**config.mk**
```make
export PLATFORM = sky130hd
export DESIGN_NAME = tcb_arbiter
export DESIGN_NICKNAME = d
export VERILOG_FILES = /design/src/hw/tcb_pkg.sv /design/src/hw/tcb_arbiter.sv
export SDC_FILE = /design/constraint.sdc
export NUM_CORES = 1
export LEC_CHECK = 0
export ABC_AREA = 0
export BUFFER_PORTS_ARGS = -buffer_cell sky130_fd_sc_hd__buf_2
export CAP_MARGIN = 20
export CORE_AREA = 5 5 121 123
export CTS_CLUSTER_DIAMETER = 100
export DETAILED_ROUTE_END_ITERATION = 16
export DIE_AREA = 0 0 126 128
export GPL_ROUTABILITY_DRIVEN = 0
export GPL_TIMING_DRIVEN = 0
export PLACE_DENSITY = 0.45
export SLEW_MARGIN = 20
export SYNTH_ARGS = -nofsm -noshare
export SYNTH_HDL_FRONTEND = slang
export SYNTH_SLANG_ARGS = --single-unit
```
**constraint.sdc**
```tcl
create_clock -name clk -period 2.9 [get_ports clk]
set_clock_uncertainty 0.05 [all_clocks]
set_input_delay 0.145 -clock clk [delete_from_list [all_inputs] [get_ports clk]]
set_output_delay 0.145 -clock clk [all_outputs]
set_load 0.005 [all_outputs]
```
**src/hw/tcb_pkg.sv**
```systemverilog
////////////////////////////////////////
// shared widths, types and status codes for the
// tightly coupled bus, imported by every RTL block
////////////////////////////////////////

`default_nettype none

package tcb_pkg;

////////////////////////////////////////
// bus geometry
////////////////////////////////////////

  // bytes per data word
  localparam int unsigned TCB_BEN = 4;

  // byte address
  typedef logic [32-1:0] tcb_adr_t;
  // data word
  typedef logic [8*TCB_BEN-1:0] tcb_dat_t;
  // one enable per byte lane
  typedef logic [TCB_BEN-1:0] tcb_ben_t;

  // log size: 0 byte, 1 half, 2 word, 3 illegal
  typedef logic [2-1:0] tcb_siz_t;
  // byte offset inside a word
  typedef logic [$clog2(TCB_BEN)-1:0] tcb_off_t;

////////////////////////////////////////
// encodings
////////////////////////////////////////

  // byte order of a single access
  typedef enum logic {
    tcb_little = 1'b0,
    tcb_big    = 1'b1
  } tcb_ndn_t;

  // response status
  typedef enum logic {
    tcb_sts_ok  = 1'b0,
    tcb_sts_err = 1'b1
  } tcb_sts_t;

endpackage

`default_nettype wire
```
**src/hw/tcb_arbiter.sv**
```systemverilog
////////////////////////////////////////
// two port round robin arbiter onto one byte enable bus
// responses follow the grant of the previous cycle
////////////////////////////////////////

`timescale 1ns/1ns
`default_nettype none

module tcb_arbiter (
  input  logic              clk,
  input  logic              arst_n,
  // port 0
  input  logic              p0_vld,
  output logic              p0_rdy,
  input  logic              p0_wen,
  input  tcb_pkg::tcb_adr_t p0_adr,
  input  tcb_pkg::tcb_ben_t p0_ben,
  input  tcb_pkg::tcb_dat_t p0_wdt,
  output logic              p0_rsp_vld,
  output tcb_pkg::tcb_dat_t p0_rdt,
  output tcb_pkg::tcb_sts_t p0_sts,
  // port 1
  input  logic              p1_vld,
  output logic              p1_rdy,
  input  logic              p1_wen,
  input  tcb_pkg::tcb_adr_t p1_adr,
  input  tcb_pkg::tcb_ben_t p1_ben,
  input  tcb_pkg::tcb_dat_t p1_wdt,
  output logic              p1_rsp_vld,
  output tcb_pkg::tcb_dat_t p1_rdt,
  output tcb_pkg::tcb_sts_t p1_sts,
  // shared subordinate bus
  output logic              mem_vld,
  input  logic              mem_rdy,
  output logic              mem_wen,
  output tcb_pkg::tcb_adr_t mem_adr,
  output tcb_pkg::tcb_ben_t mem_ben,
  output tcb_pkg::tcb_dat_t mem_wdt,
  input  logic              mem_rsp_vld,
  input  tcb_pkg::tcb_dat_t mem_rdt,
  input  tcb_pkg::tcb_sts_t mem_sts
);

  import tcb_pkg::*;

  // set when port 1 is favoured on a tie
  logic rr_pri;
  // set when port 1 wins this cycle
  logic gnt_sel;
  // winner of the last handshake
  logic rsp_sel;

////////////////////////////////////////
// request
////////////////////////////////////////

  // port 1 wins alone or on a tie when it is favoured
  assign gnt_sel = p1_vld && (!p0_vld || rr_pri);

  assign mem_vld = p0_vld || p1_vld;
  assign p0_rdy  = mem_rdy && !gnt_sel;
  assign p1_rdy  = mem_rdy &&  gnt_sel;

  // request multiplexer
  assign mem_wen = gnt_sel ? p1_wen : p0_wen;
  assign mem_adr = gnt_sel ? p1_adr : p0_adr;
  assign mem_ben = gnt_sel ? p1_ben : p0_ben;
  assign mem_wdt = gnt_sel ? p1_wdt : p0_wdt;

  // pointer moves past the winner and the grant is kept for the response
  always_ff @(posedge clk or negedge arst_n) begin
    if (!arst_n) begin
      rr_pri  <= 1'b0;
      rsp_sel <= 1'b0;
    end else if (mem_vld && mem_rdy) begin
      rr_pri  <= ~gnt_sel;
      rsp_sel <= gnt_sel;
    end
  end

////////////////////////////////////////
// response
////////////////////////////////////////

  // steer to the port granted one cycle back
  assign p0_rsp_vld = mem_rsp_vld && !rsp_sel;
  assign p1_rsp_vld = mem_rsp_vld &&  rsp_sel;

  // idle port sees zero data and ok
  assign p0_rdt = rsp_sel ? '0 : mem_rdt;
  assign p1_rdt = rsp_sel ? mem_rdt : '0;
  assign p0_sts = rsp_sel ? tcb_sts_ok : mem_sts;
  assign p1_sts = rsp_sel ? mem_sts : tcb_sts_ok;

  // every mem handshake accepts exactly one requesting port
  one_port_hsk: assert property (@(posedge clk) disable iff (!arst_n)
    (mem_vld && mem_rdy) == ((p0_vld && p0_rdy) ^ (p1_vld && p1_rdy)));

  // subordinate answers exactly one cycle after a handshake
  rsp_after_hsk: assert property (@(posedge clk) disable iff (!arst_n)
    mem_rsp_vld |-> $past(mem_vld && mem_rdy));

endmodule

`default_nettype wire

```
Word level (Yosys, flattened, before mapping)
Cells that the tools add are included.
Word-level totals
  word-level logic and storage cells: 22
  ROM bits: 0
  memories kept: 0
  RAM bits: 0
  register bits after elaboration: 2
  bits in latches: 0
Cells by class
  add/sub/neg operators: 0
  multipliers: 0
  equal/unequal tests: 0
  bitwise logic cells: 1
  order comparisons: 0
  muxes and demuxes: 8
  reductions and logical operators: 11
  shifts and indexed selects: 0
  div/mod/pow operators: 0
Operators by type and width (number)
  $mux 32: 4
  $logic_and 1x1->1: 6
  $mux 4: 1
  $logic_not 1->1: 3
  $mux 1: 3
  $logic_or 1x1->1: 2
  $not 1->1: 1

Logic depth before layout (Yosys ltp)
  depth after elaboration: 5
  depth in mapped cells: 4
  mapped depth without buffers: 3

Least setup slack after synthesis
No wires, ideal clock.
  kind: flip-flop to output port
  start point: reg rr_pri
  end point: out mem_adr[0]
  stages on the path, launching flop included: 4
  path slack: 1.502 ns
  arrival time: 1.203 ns
  required time: 2.705 ns
  cells stage by stage: dfrtp_1 > o21ai_4 > buf_4 > mux2_2
Between the ends
  longest elaborated chain between the ends: 3
Ends and longest elaborated chain
  from (decl): RTL line tcb_arbiter.sv:47  | logic rr_pri;
  from (signal assigned): RTL line tcb_arbiter.sv:76  | rr_pri <= ~gnt_sel;
  $logic_or 1x1->1: RTL line tcb_arbiter.sv:58  | assign gnt_sel = p1_vld && (!p0_vld || rr_pri);
  $logic_and 1x1->1: RTL line tcb_arbiter.sv:58
  $mux 32: RTL line tcb_arbiter.sv:66  | assign mem_adr = gnt_sel ? p1_adr : p0_adr;
  to (decl): RTL line tcb_arbiter.sv:36  | output tcb_pkg::tcb_adr_t mem_adr,
No other way between the ends.

Final worst setup path
  start point: reg rsp_sel
  end point: out p1_rdt[19]
Between the ends
  longest elaborated chain between the ends: 1
Ends and longest elaborated chain
  from (decl): RTL line tcb_arbiter.sv:51  | logic rsp_sel;
  from (signal assigned): RTL line tcb_arbiter.sv:77  | rsp_sel <= gnt_sel;
  $mux 32: RTL line tcb_arbiter.sv:91  | assign p1_rdt = rsp_sel ? mem_rdt : '0;
  to (decl): RTL line tcb_arbiter.sv:30  | output tcb_pkg::tcb_dat_t p1_rdt,
No other way between the ends.

==> run summary <==
Synthesis inferred 2 register bits. The tree is rooted in a sky130_fd_sc_hd__clkbuf_16. The critical path starts at rsp_sel. The summed negative setup slack over all endpoints came out at 0 ns. The final critical-path share of the clock period came out at 67.64%.

The final hold violation count was 0. Buffers inserted to repair hold after CTS numbered 1. After global routing the overflow that remains totals 0. The required time of the worst setup path came out at 2.71 ns. Counting the buffers created by CTS gives 3. The unique cell type count in the Yosys netlist is 15. Setup repair after global routing left no endpoint under its margin. For this run, the number of Yosys warnings is 0. The timing-limited maximum frequency is 0.5098 GHz.

The top fanout value on the critical path is 10. The number of gates resized after cts is 0. Counting every net in the synthesized netlist gives 341. The worst vdd rail ir drop came out at 0.0001998 V. The kind of cell with the highest combined delay along the critical path is buffers and inverters. Global routing consumed, over all layers together, 10.07% of the routing resources. The power per unit of standard cell area came out at 272.8 nW/µm². In the synthesized netlist, the number of instances is 164. In this run the critical register-to-register path is launched from rsp_sel. The count of antenna-violating nets left after detailed routing came out at 0. The detailed-route via count came out at 2487. Clock-pin slew was measured on the worst setup and hold paths at 0.03 ns. The critical path is of the flop to output pin type. Relative to the synthesized area, the layout overhead comes to 133.7%. Counting stages on the worst path, the most repeated cell is sky130_fd_sc_hd__clkbuf_1. The endpoint arrival time on the critical path is 1.77 ns. The final layout net count came out at 663.

During placement, the flow inserted port buffers numbering 316. The cell with the largest stage delay on the worst path is sky130_fd_sc_hd__dfrtp_1. The kind of end point of the critical path is an output pin. The post-route worst hold slack came out at 0.2026 ns. The worst pin sits at a relative slew slack of 64.52%.

The utilization after layout is 24.39%. A synthesized cell averages 8.629 µm². The number of antenna violations at the first check in global routing came out at 0. The fraction of layout cells with a size suffix above 1 is 80.79%. In the layout the commonest cells are 316 x sky130_fd_sc_hd__buf_2, 63 x sky130_fd_sc_hd__mux2_2, 35 x sky130_fd_sc_hd__and2_1. The HPWL after detailed placement is 8.543 mm.

The maximum clock path buffer count came out at 2. The most frequent standard cell in the layout excluding fill and tap cells is sky130_fd_sc_hd__buf_2. The H-tree depth came out at 1.

The reg2reg setup slack came out at 1.63 ns. The number of global-route vias before repair is 2592. The signal on the critical path passes through clkbuf_1 -> clkbuf_1 -> and2_1 -> buf_2. The static leakage is 1.894 nW. The number of remaining DRC errors came out at 0. The transition at the pin with the smallest max-transition slack is 0.5322 ns. The total routed wirelength is 9.240 mm. The final antenna diode count is 0. The average via count per standard cell is 3.745.

After floorplanning, the core was sized to cover 13560 µm². The initial core utilization came out at 10.44%. During I/O placement, the number of pins put on the boundary was 317. The height of the die is 128 µm.

The fraction of the yosys area taken by sequential cells came out at 3.537%. The clock latency of the later-clocked register in the worst-skew pair came out at 0.22 ns. The number of core rows is 43. The synthesized netlist occupies a cell area of 1415 µm². For this run, the slowest stage of the critical path takes 0.51 ns. The die covers 16130 µm².

The total setup violations reported at the end of the flow came out at 0. The first routing iteration left 24 violations. The detailed-routing iteration count for the pre-antenna-repair pass came out at 4. In this run the worst hold path is classified as input port to flop. The number of setup buffers added after CTS came out at 0. The critical path buffer and inverter count is 3. The clock sink count is 2. TritonCTS built the clock tree. The post-layout minimum cycle time is 1.962 ns.

The kind of launch point of the worst setup path is a flop. The flow ran to the end, and the final reports show no timing, DRC or antenna violations. The max-capacitance violation count is 0. The mean routed wirelength per cell came out at 13.92 µm. The worst hold path begins at p0_vld. The final number of max-transition violations came out at 0. The first global-routing pass estimated 13.23 mm of wire. The maximum number of pins on one net before global-route repair is 11. Measured along the x axis, the die boundary spans 126 µm.
==> layout make-up <==
class / instances / area [µm²]
Clock buffer: 3 / 75.07
Inverter: 2 / 7.507
Sequential cell: 2 / 50.05
Buffer: 14 / 97.59
Fill cell: 1488 / 10250
Multi-Input combinational cell: 146 / 1260
Timing Repair Buffer: 317 / 1592
Tap cell: 180 / 225.2
==> synth_stat cells (all sizes together) <==
cell	number	area [µm²]
a21oi	1	5.000
nor2b	34	212.7
buf	7	71.31
a21o	1	7.510
nand2	3	11.26
clkbuf	7	26.28
mux2	69	777.0
o21ai	2	21.27
or2	1	6.260
and2	35	219.0
inv	2	7.510
dfrtp	2	50.05
==> report_power, final <==
group	internal, mW	total, mW	switching (mW)
logic	0.375	0.654	0.279
registers	0.0331	0.0439	0.0108
clock network	0.175	0.204	0.0288
==> through the flow <==
| step | worst slack, ns | cells | total power, mW | instance area (µm²) |
|---|---|---|---|---|
| detailed placement | 1.120 | 660 | 0.7075 | 3222 |
| global route | 0.7448 | 664 | 0.9821 | 3307 |
| floorplan | 1.502 | 164 | 0.3406 | 1415 |
| global placement | 1.127 | 660 | 0.7088 | 3222 |
| CTS | 0.8871 | 664 | 0.9208 | 3307 |
| finish | 0.9385 | 664 | 0.9020 | 3307 |
==> per-layer routing <==
metal / GRT usage, % / wire [µm]
met5: 0 / 0
met4: 2.965 / 194
met3: 3.625 / 1149
met2: 19.15 / 4723
met1: 10.30 / 3173
==> final timing paths <==
check                           cells past startpoint          to
worst min register to register                      2      rr_pri
max in group asynchronous                           2     rsp_sel
worst min-delay path                                3      rr_pri
min in group asynchronous                           2      rr_pri
worst max register to register                      2     rsp_sel
worst max-delay path                                4  p1_rdt[19]
==> state kept, by name (all words and copies together) (netlist names) <==
| name | flops |
|---|---|
| rr_pri | 1 |
| rsp_sel | 1 |
==> kinds of logic (layout without fill, tap and decap cells) <==
| logic type | count (synthesis) | after routing | share of synthesized area (%) |
|---|---|---|---|
| compound gates | 4 | 4 | 2.387 |
| buf+inv | 16 | 336 | 7.427 |
| flops | 2 | 2 | 3.537 |
| mux | 69 | 69 | 54.91 |
| simple gates | 73 | 73 | 31.74 |
==> worst reg2reg max path, cell delays in order (launching register included) <==
cell and delay (ns):
sky130_fd_sc_hd__dfrtp_1 0.51, sky130_fd_sc_hd__clkbuf_1 0.47, sky130_fd_sc_hd__a21o_1 0.19
Power figures use the tool's default switching activity.
