## src/hw/tcb_pkg.sv

```systemverilog
////////////////////////////////////////
// shared widths, types and status codes for the
// tightly coupled bus, imported by every RTL block
////////////////////////////////////////

`default_nettype none

package tcb_pkg;

////////////////////////////////////////
// bus geometry
////////////////////////////////////////

  // bytes per data word
  localparam int unsigned TCB_BEN = 4;

  // byte address
  typedef logic [32-1:0] tcb_adr_t;
  // data word
  typedef logic [8*TCB_BEN-1:0] tcb_dat_t;
  // one enable per byte lane
  typedef logic [TCB_BEN-1:0] tcb_ben_t;

  // log size: 0 byte, 1 half, 2 word, 3 illegal
  typedef logic [2-1:0] tcb_siz_t;
  // byte offset inside a word
  typedef logic [$clog2(TCB_BEN)-1:0] tcb_off_t;

////////////////////////////////////////
// encodings
////////////////////////////////////////

  // byte order of a single access
  typedef enum logic {
    tcb_little = 1'b0,
    tcb_big    = 1'b1
  } tcb_ndn_t;

  // response status
  typedef enum logic {
    tcb_sts_ok  = 1'b0,
    tcb_sts_err = 1'b1
  } tcb_sts_t;

endpackage

`default_nettype wire
```

## src/hw/tcb_logsize2byteena.sv

```systemverilog
////////////////////////////////////////
// log size to byte enable converter, one per manager
// request path is combinational, read data is
// realigned from the offset kept at the handshake
////////////////////////////////////////

`timescale 1ns/1ns
`default_nettype none

module tcb_logsize2byteena (
  input  logic             clk,
  input  logic             arst_n,
  // log size side, manager connects here
  input  logic             sub_vld,
  output logic             sub_rdy,
  input  logic             sub_wen,
  input  tcb_pkg::tcb_adr_t sub_adr,
  input  tcb_pkg::tcb_siz_t sub_siz,
  input  tcb_pkg::tcb_ndn_t sub_ndn,
  input  tcb_pkg::tcb_dat_t sub_wdt,
  output logic             sub_rsp_vld,
  output tcb_pkg::tcb_dat_t sub_rdt,
  output tcb_pkg::tcb_sts_t sub_sts,
  // byte enable side, toward the arbiter
  output logic             man_vld,
  input  logic             man_rdy,
  output logic             man_wen,
  output tcb_pkg::tcb_adr_t man_adr,
  output tcb_pkg::tcb_ben_t man_ben,
  output tcb_pkg::tcb_dat_t man_wdt,
  input  logic             man_rsp_vld,
  input  tcb_pkg::tcb_dat_t man_rdt,
  input  tcb_pkg::tcb_sts_t man_sts
);

  import tcb_pkg::*;

  // request offset and byte count
  tcb_off_t   req_off;
  logic [3:0] req_len;

  // copies taken at the handshake
  tcb_off_t   rsp_off;
  tcb_siz_t   rsp_siz;
  tcb_ndn_t   rsp_ndn;
  logic [3:0] rsp_len;

////////////////////////////////////////
// request
////////////////////////////////////////

  // handshake and plain fields pass through
  assign man_vld = sub_vld;
  assign sub_rdy = man_rdy;
  assign man_wen = sub_wen;
  // low bits kept, the memory drops them
  assign man_adr = sub_adr;

  assign req_off = sub_adr[$bits(tcb_off_t)-1:0];
  assign req_len = 4'd1 << sub_siz;

  // byte enables and write lane rotation
  always_comb begin
    tcb_off_t idx;
    tcb_off_t src;
    for (int unsigned i = 0; i < TCB_BEN; i++) begin
      // distance of lane i from the first byte, wraps in the word
      idx = tcb_off_t'(i) - req_off;
      man_ben[i] = ({2'b00, idx} < req_len);
      if (sub_ndn == tcb_big) begin
        src = tcb_off_t'(req_len - 4'd1) - tcb_off_t'(i) + req_off;
      end else begin
        src = idx;
      end
      man_wdt[8*i +: 8] = sub_wdt[8*src +: 8];
    end
  end

////////////////////////////////////////
// response
////////////////////////////////////////

  // keep offset, size and order for the read data
  always_ff @(posedge clk or negedge arst_n) begin
    if (!arst_n) begin
      rsp_off <= '0;
      rsp_siz <= '0;
      rsp_ndn <= tcb_little;
    end else if (sub_vld && sub_rdy) begin
      rsp_off <= req_off;
      rsp_siz <= sub_siz;
      rsp_ndn <= sub_ndn;
    end
  end

  assign rsp_len = 4'd1 << rsp_siz;

  // inverse rotation, bytes above the size read as zero
  always_comb begin
    tcb_off_t src;
    for (int unsigned i = 0; i < TCB_BEN; i++) begin
      if (rsp_ndn == tcb_big) begin
        src = tcb_off_t'(rsp_len - 4'd1) - tcb_off_t'(i) + rsp_off;
      end else begin
        src = tcb_off_t'(i) + rsp_off;
      end
      if (i < rsp_len) begin
        sub_rdt[8*i +: 8] = man_rdt[8*src +: 8];
      end else begin
        sub_rdt[8*i +: 8] = 8'h00;
      end
    end
  end

  assign sub_rsp_vld = man_rsp_vld;
  assign sub_sts     = man_sts;

////////////////////////////////////////
// checks
////////////////////////////////////////

  // size code 3 has no meaning
  sub_siz_legal: assert property (@(posedge clk) disable iff (!arst_n)
    sub_vld |-> (sub_siz != 2'd3));

  // stalled request must not change
  sub_req_hold: assert property (@(posedge clk) disable iff (!arst_n)
    (sub_vld && !sub_rdy) |=> (sub_vld && $stable({sub_wen, sub_adr, sub_siz, sub_ndn, sub_wdt})));

endmodule

`default_nettype wire

```

## config.mk

```make
export PLATFORM = sky130hd
export DESIGN_NAME = tcb_logsize2byteena
export DESIGN_NICKNAME = d
export VERILOG_FILES = /design/src/hw/tcb_pkg.sv /design/src/hw/tcb_logsize2byteena.sv
export SDC_FILE = /design/constraint.sdc
export NUM_CORES = 1
export LEC_CHECK = 0
export BUFFER_PORTS_ARGS = -buffer_cell sky130_fd_sc_hd__clkbuf_2
export CAP_MARGIN = 20
export CORE_ASPECT_RATIO = 1.2
export CORE_MARGIN = 4
export CORE_UTILIZATION = 35
export CTS_CLUSTER_DIAMETER = 40
export DETAILED_ROUTE_END_ITERATION = 6
export GPL_ROUTABILITY_DRIVEN = 0
export HOLD_SLACK_MARGIN = 0.06
export PLACE_DENSITY = 0.75
export SYNTH_ARGS = -nofsm -noshare
export SYNTH_HDL_FRONTEND = slang
export SYNTH_SLANG_ARGS = --single-unit
export TNS_END_PERCENT = 100
```

## constraint.sdc

```tcl
create_clock -name clk -period 4.3 [get_ports clk]
set_input_delay 0.86 -clock clk [delete_from_list [all_inputs] [get_ports clk]]
set_output_delay 0.86 -clock clk [all_outputs]
set_load 0.02 [all_outputs]
```

# After elaboration in Yosys (flattened, before gate mapping)
# Cells that the tools add are included.
[totals]
register_bits = 5
input_bits = 106
out_inout_bits = 105
elab_cells = 57
[op_classes]
add_sub_neg = 23
magnitude_cmp = 8
shifts = 10
mux = 12
n_reduce_logical = 1
[ops]
columns = ["cell", "count"]
rows = [
  ["$shiftx A32 B6 Y8", 8],
  ["$mux W8", 4],
  ["$add A2 B2 Y2", 8],
  ["$lt A2 B4 Y1", 4],
  ["$mux W2", 8],
  ["$lt A1 B4 Y1 const A", 2],
  ["$lt A2 B4 Y1 const A", 2],
  ["$shl A1 B2 Y4 const A", 2],
  ["$sub A2 B1 Y2 const B", 4],
  ["$sub A2 B2 Y2 const B", 4],
  ["$add A2 B2 Y2 const A", 2],
  ["$sub A1 B2 Y2 const A", 2],
  ["$sub A2 B2 Y2 const A", 2],
  ["$add A1 B2 Y2 const A", 1],
  ["$logic_and A1 B1 Y1", 1],
]

# Longest topological paths before layout
[depth]
depth_word = 7
ltp_mapped = 10
mapped_depth_nobuf = 6

# Worst setup path after synthesis
# OpenSTA, ideal clock, no wires.
[synth_timing]
kind = "input -> output"
from = "input sub_siz[1]"
to = "output man_wdt[1]"
t_arrival_ns = 2.883
required_ns = 3.440
slack_ns = 0.557
path_stages = 6
n_path_buf = 2
path_cell_list = "buf_6 > or2_2 > ha_1 > mux2i_1 > buf_4 > mux4_1"
[synth_between]
elab_chain_cells = 5
[synth_rtl]
columns = ["item", "line", "rtl"]
rows = [
  ["start: declaration", "tcb_logsize2byteena.sv:18", "input tcb_pkg::tcb_siz_t sub_siz,"],
  ["$shl A1 B2 Y4", "tcb_logsize2byteena.sv:60", "assign req_len = 4'd1 << sub_siz;"],
  ["$sub A2 B1 Y2", "tcb_logsize2byteena.sv:71", "src = tcb_off_t'(req_len - 4'd1) - tcb_off_t'(i) + req_off;"],
  ["$add A2 B2 Y2", "tcb_logsize2byteena.sv:71", ""],
  ["$mux W2", "tcb_logsize2byteena.sv:70", "if (sub_ndn == tcb_big) begin"],
  ["$shiftx A32 B6 Y8", "tcb_logsize2byteena.sv:75", "man_wdt[8*i +: 8] = sub_wdt[8*src +: 8];"],
  ["end: declaration", "tcb_logsize2byteena.sv:30", "output tcb_pkg::tcb_dat_t man_wdt,"],
]
# Every way passes these cells.

# Worst setup path after layout
[layout_timing]
from = "input sub_siz[1]"
to = "output man_wdt[22]"
[layout_between]
elab_chain_cells = 6
[layout_rtl]
columns = ["item", "line"]
rows = [
  ["$shl A1 B2 Y4", "tcb_logsize2byteena.sv:60"],
  ["$sub A2 B1 Y2", "tcb_logsize2byteena.sv:71"],
  ["$sub A2 B2 Y2", "tcb_logsize2byteena.sv:71"],
  ["$add A2 B2 Y2", "tcb_logsize2byteena.sv:71"],
  ["$mux W2", "tcb_logsize2byteena.sv:70"],
  ["$shiftx A32 B6 Y8", "tcb_logsize2byteena.sv:75"],
]
# Every way passes these cells.

==> impl_metrics.tcl <==
set metrics [dict create \
    synth_top_flop_cell "dfrtp_1" \
    finalSetupViolCount 0 \
    firstDrtPassIters 4 \
    power_mw 1.03 \
    cts.htree.levels 1 \
    endpoint_kind "output port" \
    vias 2480 \
    synth_area_per_cell_um2 9.88 \
    antenna_found_initial 0 \
    cts_made_buffers 3 \
    synthCells 249 \
    status "finished, final reports clean" \
    ctsRootBufferMaster "clkbuf_8" \
    synth_edf_count 0 \
    cts_tree "built" \
    critPathKind "input pin to output port" \
    yosysWarnings 0 \
    fin_tns_setup_ns 0 \
    seq_area_frac_synth_pct 5.09 \
    syn_to_final_growth_pct 22.7 \
    fin_ws_ns 0.236 \
    max_cap_viol_count 0 \
    fmax_mhz 246 \
    routedWlPerCell_um 16.1 \
    ant_nets 0 \
    ctsResizeCount 0 \
    fin_nets 458 \
    start_kind "input pin" \
    yosys-top-cells-area "mux4_2 (22%), buf_4 (13%), mux2i_1 (11%)" \
    ios 211 \
    clk_pin_slew_ns 0.03 \
    power.density_nw_per_um2 342 \
    timing.final.crit_share_pct 94.5 \
    drt_iter0_drc 83 \
    grt_overflow_total 0 \
    yosysMostFrequentCell "buf_4" \
    rrSetupSlack_ns 3.40 \
    grt_pass1_vias 2322 \
    dieArea_um2 8440 \
    p_leak_nw 1.48 \
    post-route-util_pct 44.0 \
    async_flop_share_pct 100 \
    nFillCells 657 \
    drt-total-wl_mm 7.00 \
    relSlewSlack_pct 36.0 \
    holdBufCountCts 0 \
    ctsLongestPathBuffers 2 \
    ir_worst_vdd_mv 0.146 \
    dpl_worst_slack_ns 0.188 \
    clock_latency_ns 0.22 \
    synth_top_cell_area_share_pct 22.0 \
    antenna_cells 0 \
    row_count 33 \
    skew_ns 0 \
    hold_class "input pin to asynchronous set/reset pin" \
    synth-seq-cells 5 \
    syn-num-nets 359 \
    grt_max_degree 33 \
    grt_pass1_wl_mm 11.0 \
    drive_above_1_share_pct 59.9 \
    place_hpwl_mm 5.90 \
    worstPathArrival_ns 3.20 \
    fin_area_um2 3020 \
    synthTopCellsByCount "buf_4 (41), mux2i_1 (26), mux4_2 (24), mux2_2 (19), nor3_1 (16)" \
    worst_slew_pin_slew_ns 0.954 \
    netlist_area_um2 2460 \
    drc_errors 0 \
    rsz0062_at_grt "false" \
    coreArea_um2 6850 \
    synth_cell_type_count 38 \
    start_util_pct 35.9 \
    vias_per_cell 5.71 \
    hold_viol 0 \
    cp_max_fo 16 \
    grt_usage_pct 15.5 \
    post_dp_cell_area_um2 2960 \
    period_minus_slack_ns 4.06 \
    io_buffer_count 144 \
    drv_slew 0 \
    synth_top_area_cell "mux4_2" \
    cp.required_ns 3.44 \
    cts_sinks 5 \
    cts_setup_buffers 0 \
    die_w_um 84.5 \
    die-height_um 99.8 \
]
==> routing by layer <==
metal | GRT usage (%) | routed length [um] | vias up | share of wire, %
met3 | 5.67 | 934 | 18 | 13
met4 | 5.48 | 201 | 0 | 2.9
met5 | 0 | 0 | - | 0
li1 | - | - | 1141 | -
met2 | 27.1 | 3260 | 190 | 47
met1 | 17.2 | 2610 | 1131 | 37
==> metrics by stage <==
stage,cells,hold WS [ns]
after detailed placement,429,0.532
final,434,0.448
after global routing,434,0.452
after global placement,429,0.519
after floorplan,249,0.481
after CTS,433,0.449
==> cell type report <==
type	count	area [um^2]	share of cell area, %
clock buffers	4	45.0	1.49
inverters	6	22.5	0.746
multi-input cells	184	1950	64.5
flip-flops and latches	5	125	4.14
well taps	87	109	3.61
repair buffers	148	771	25.5
==> worst paths after layout <==
kind / from / endpoint / depth (start not counted)
min reg2reg: rsp_siz[0] / rsp_siz[0] / 2
max reg2reg: rsp_ndn / rsp_ndn / 1
max in group asynchronous: arst_n / rsp_siz[1] / 1
min: arst_n / rsp_off[1] / 1
min in group clk: rsp_siz[0] / rsp_siz[0] / 2
max: sub_siz[1] / man_wdt[22] / 8
==> power breakdown <==
part / switching (mW) / total (mW) / internal [mW]
Combinational: 0.519 / 0.881 / 0.362
Sequential: 0.0121 / 0.0658 / 0.0537
Clock: 0.0213 / 0.0847 / 0.0635
==> kinds of logic after synthesis <==
group / count (synthesis) / share of synthesized area, %
adders and majority gates: 4 / 2.03
AOI/OAI and AO/OA: 47 / 12.4
and+or+nand+nor: 51 / 10.7
DFF: 5 / 5.09
xor gates and xnor gates: 4 / 2.80
muxes: 78 / 50.4
buffers and inverters: 60 / 16.6
==> worst max-delay path, stage by stage <==
cell and delay [ns]:
clkbuf_2 0.17, or2_2 0.33, ha_1 0.21, xnor2_2 0.19, a21oi_4 0.10, xnor2_4 0.51
mux4_1 0.65, clkbuf_2 0.17
==> cells in the final DEF, fill, tap and decap left out, types with 3 or more instances in the layout <==
cell and instances:
or2_2 3, mux4_2 24, and3_1 8, mux2_2 19, ha_1 4, nand2_1 15, clkbuf_8 3, mux4_1 8
clkbuf_2 144, a211oi_1 8, a21oi_1 12, nor3_1 16, o21ai_0 11, mux2i_1 25, dfrtp_1 5, inv_1 5
o211ai_1 8
==> registers in the layout, indices dropped and copies added (netlist names) <==
signal and count:
rsp_off 2, rsp_siz 2, rsp_ndn 1
(Power assumes the default switching activity.)
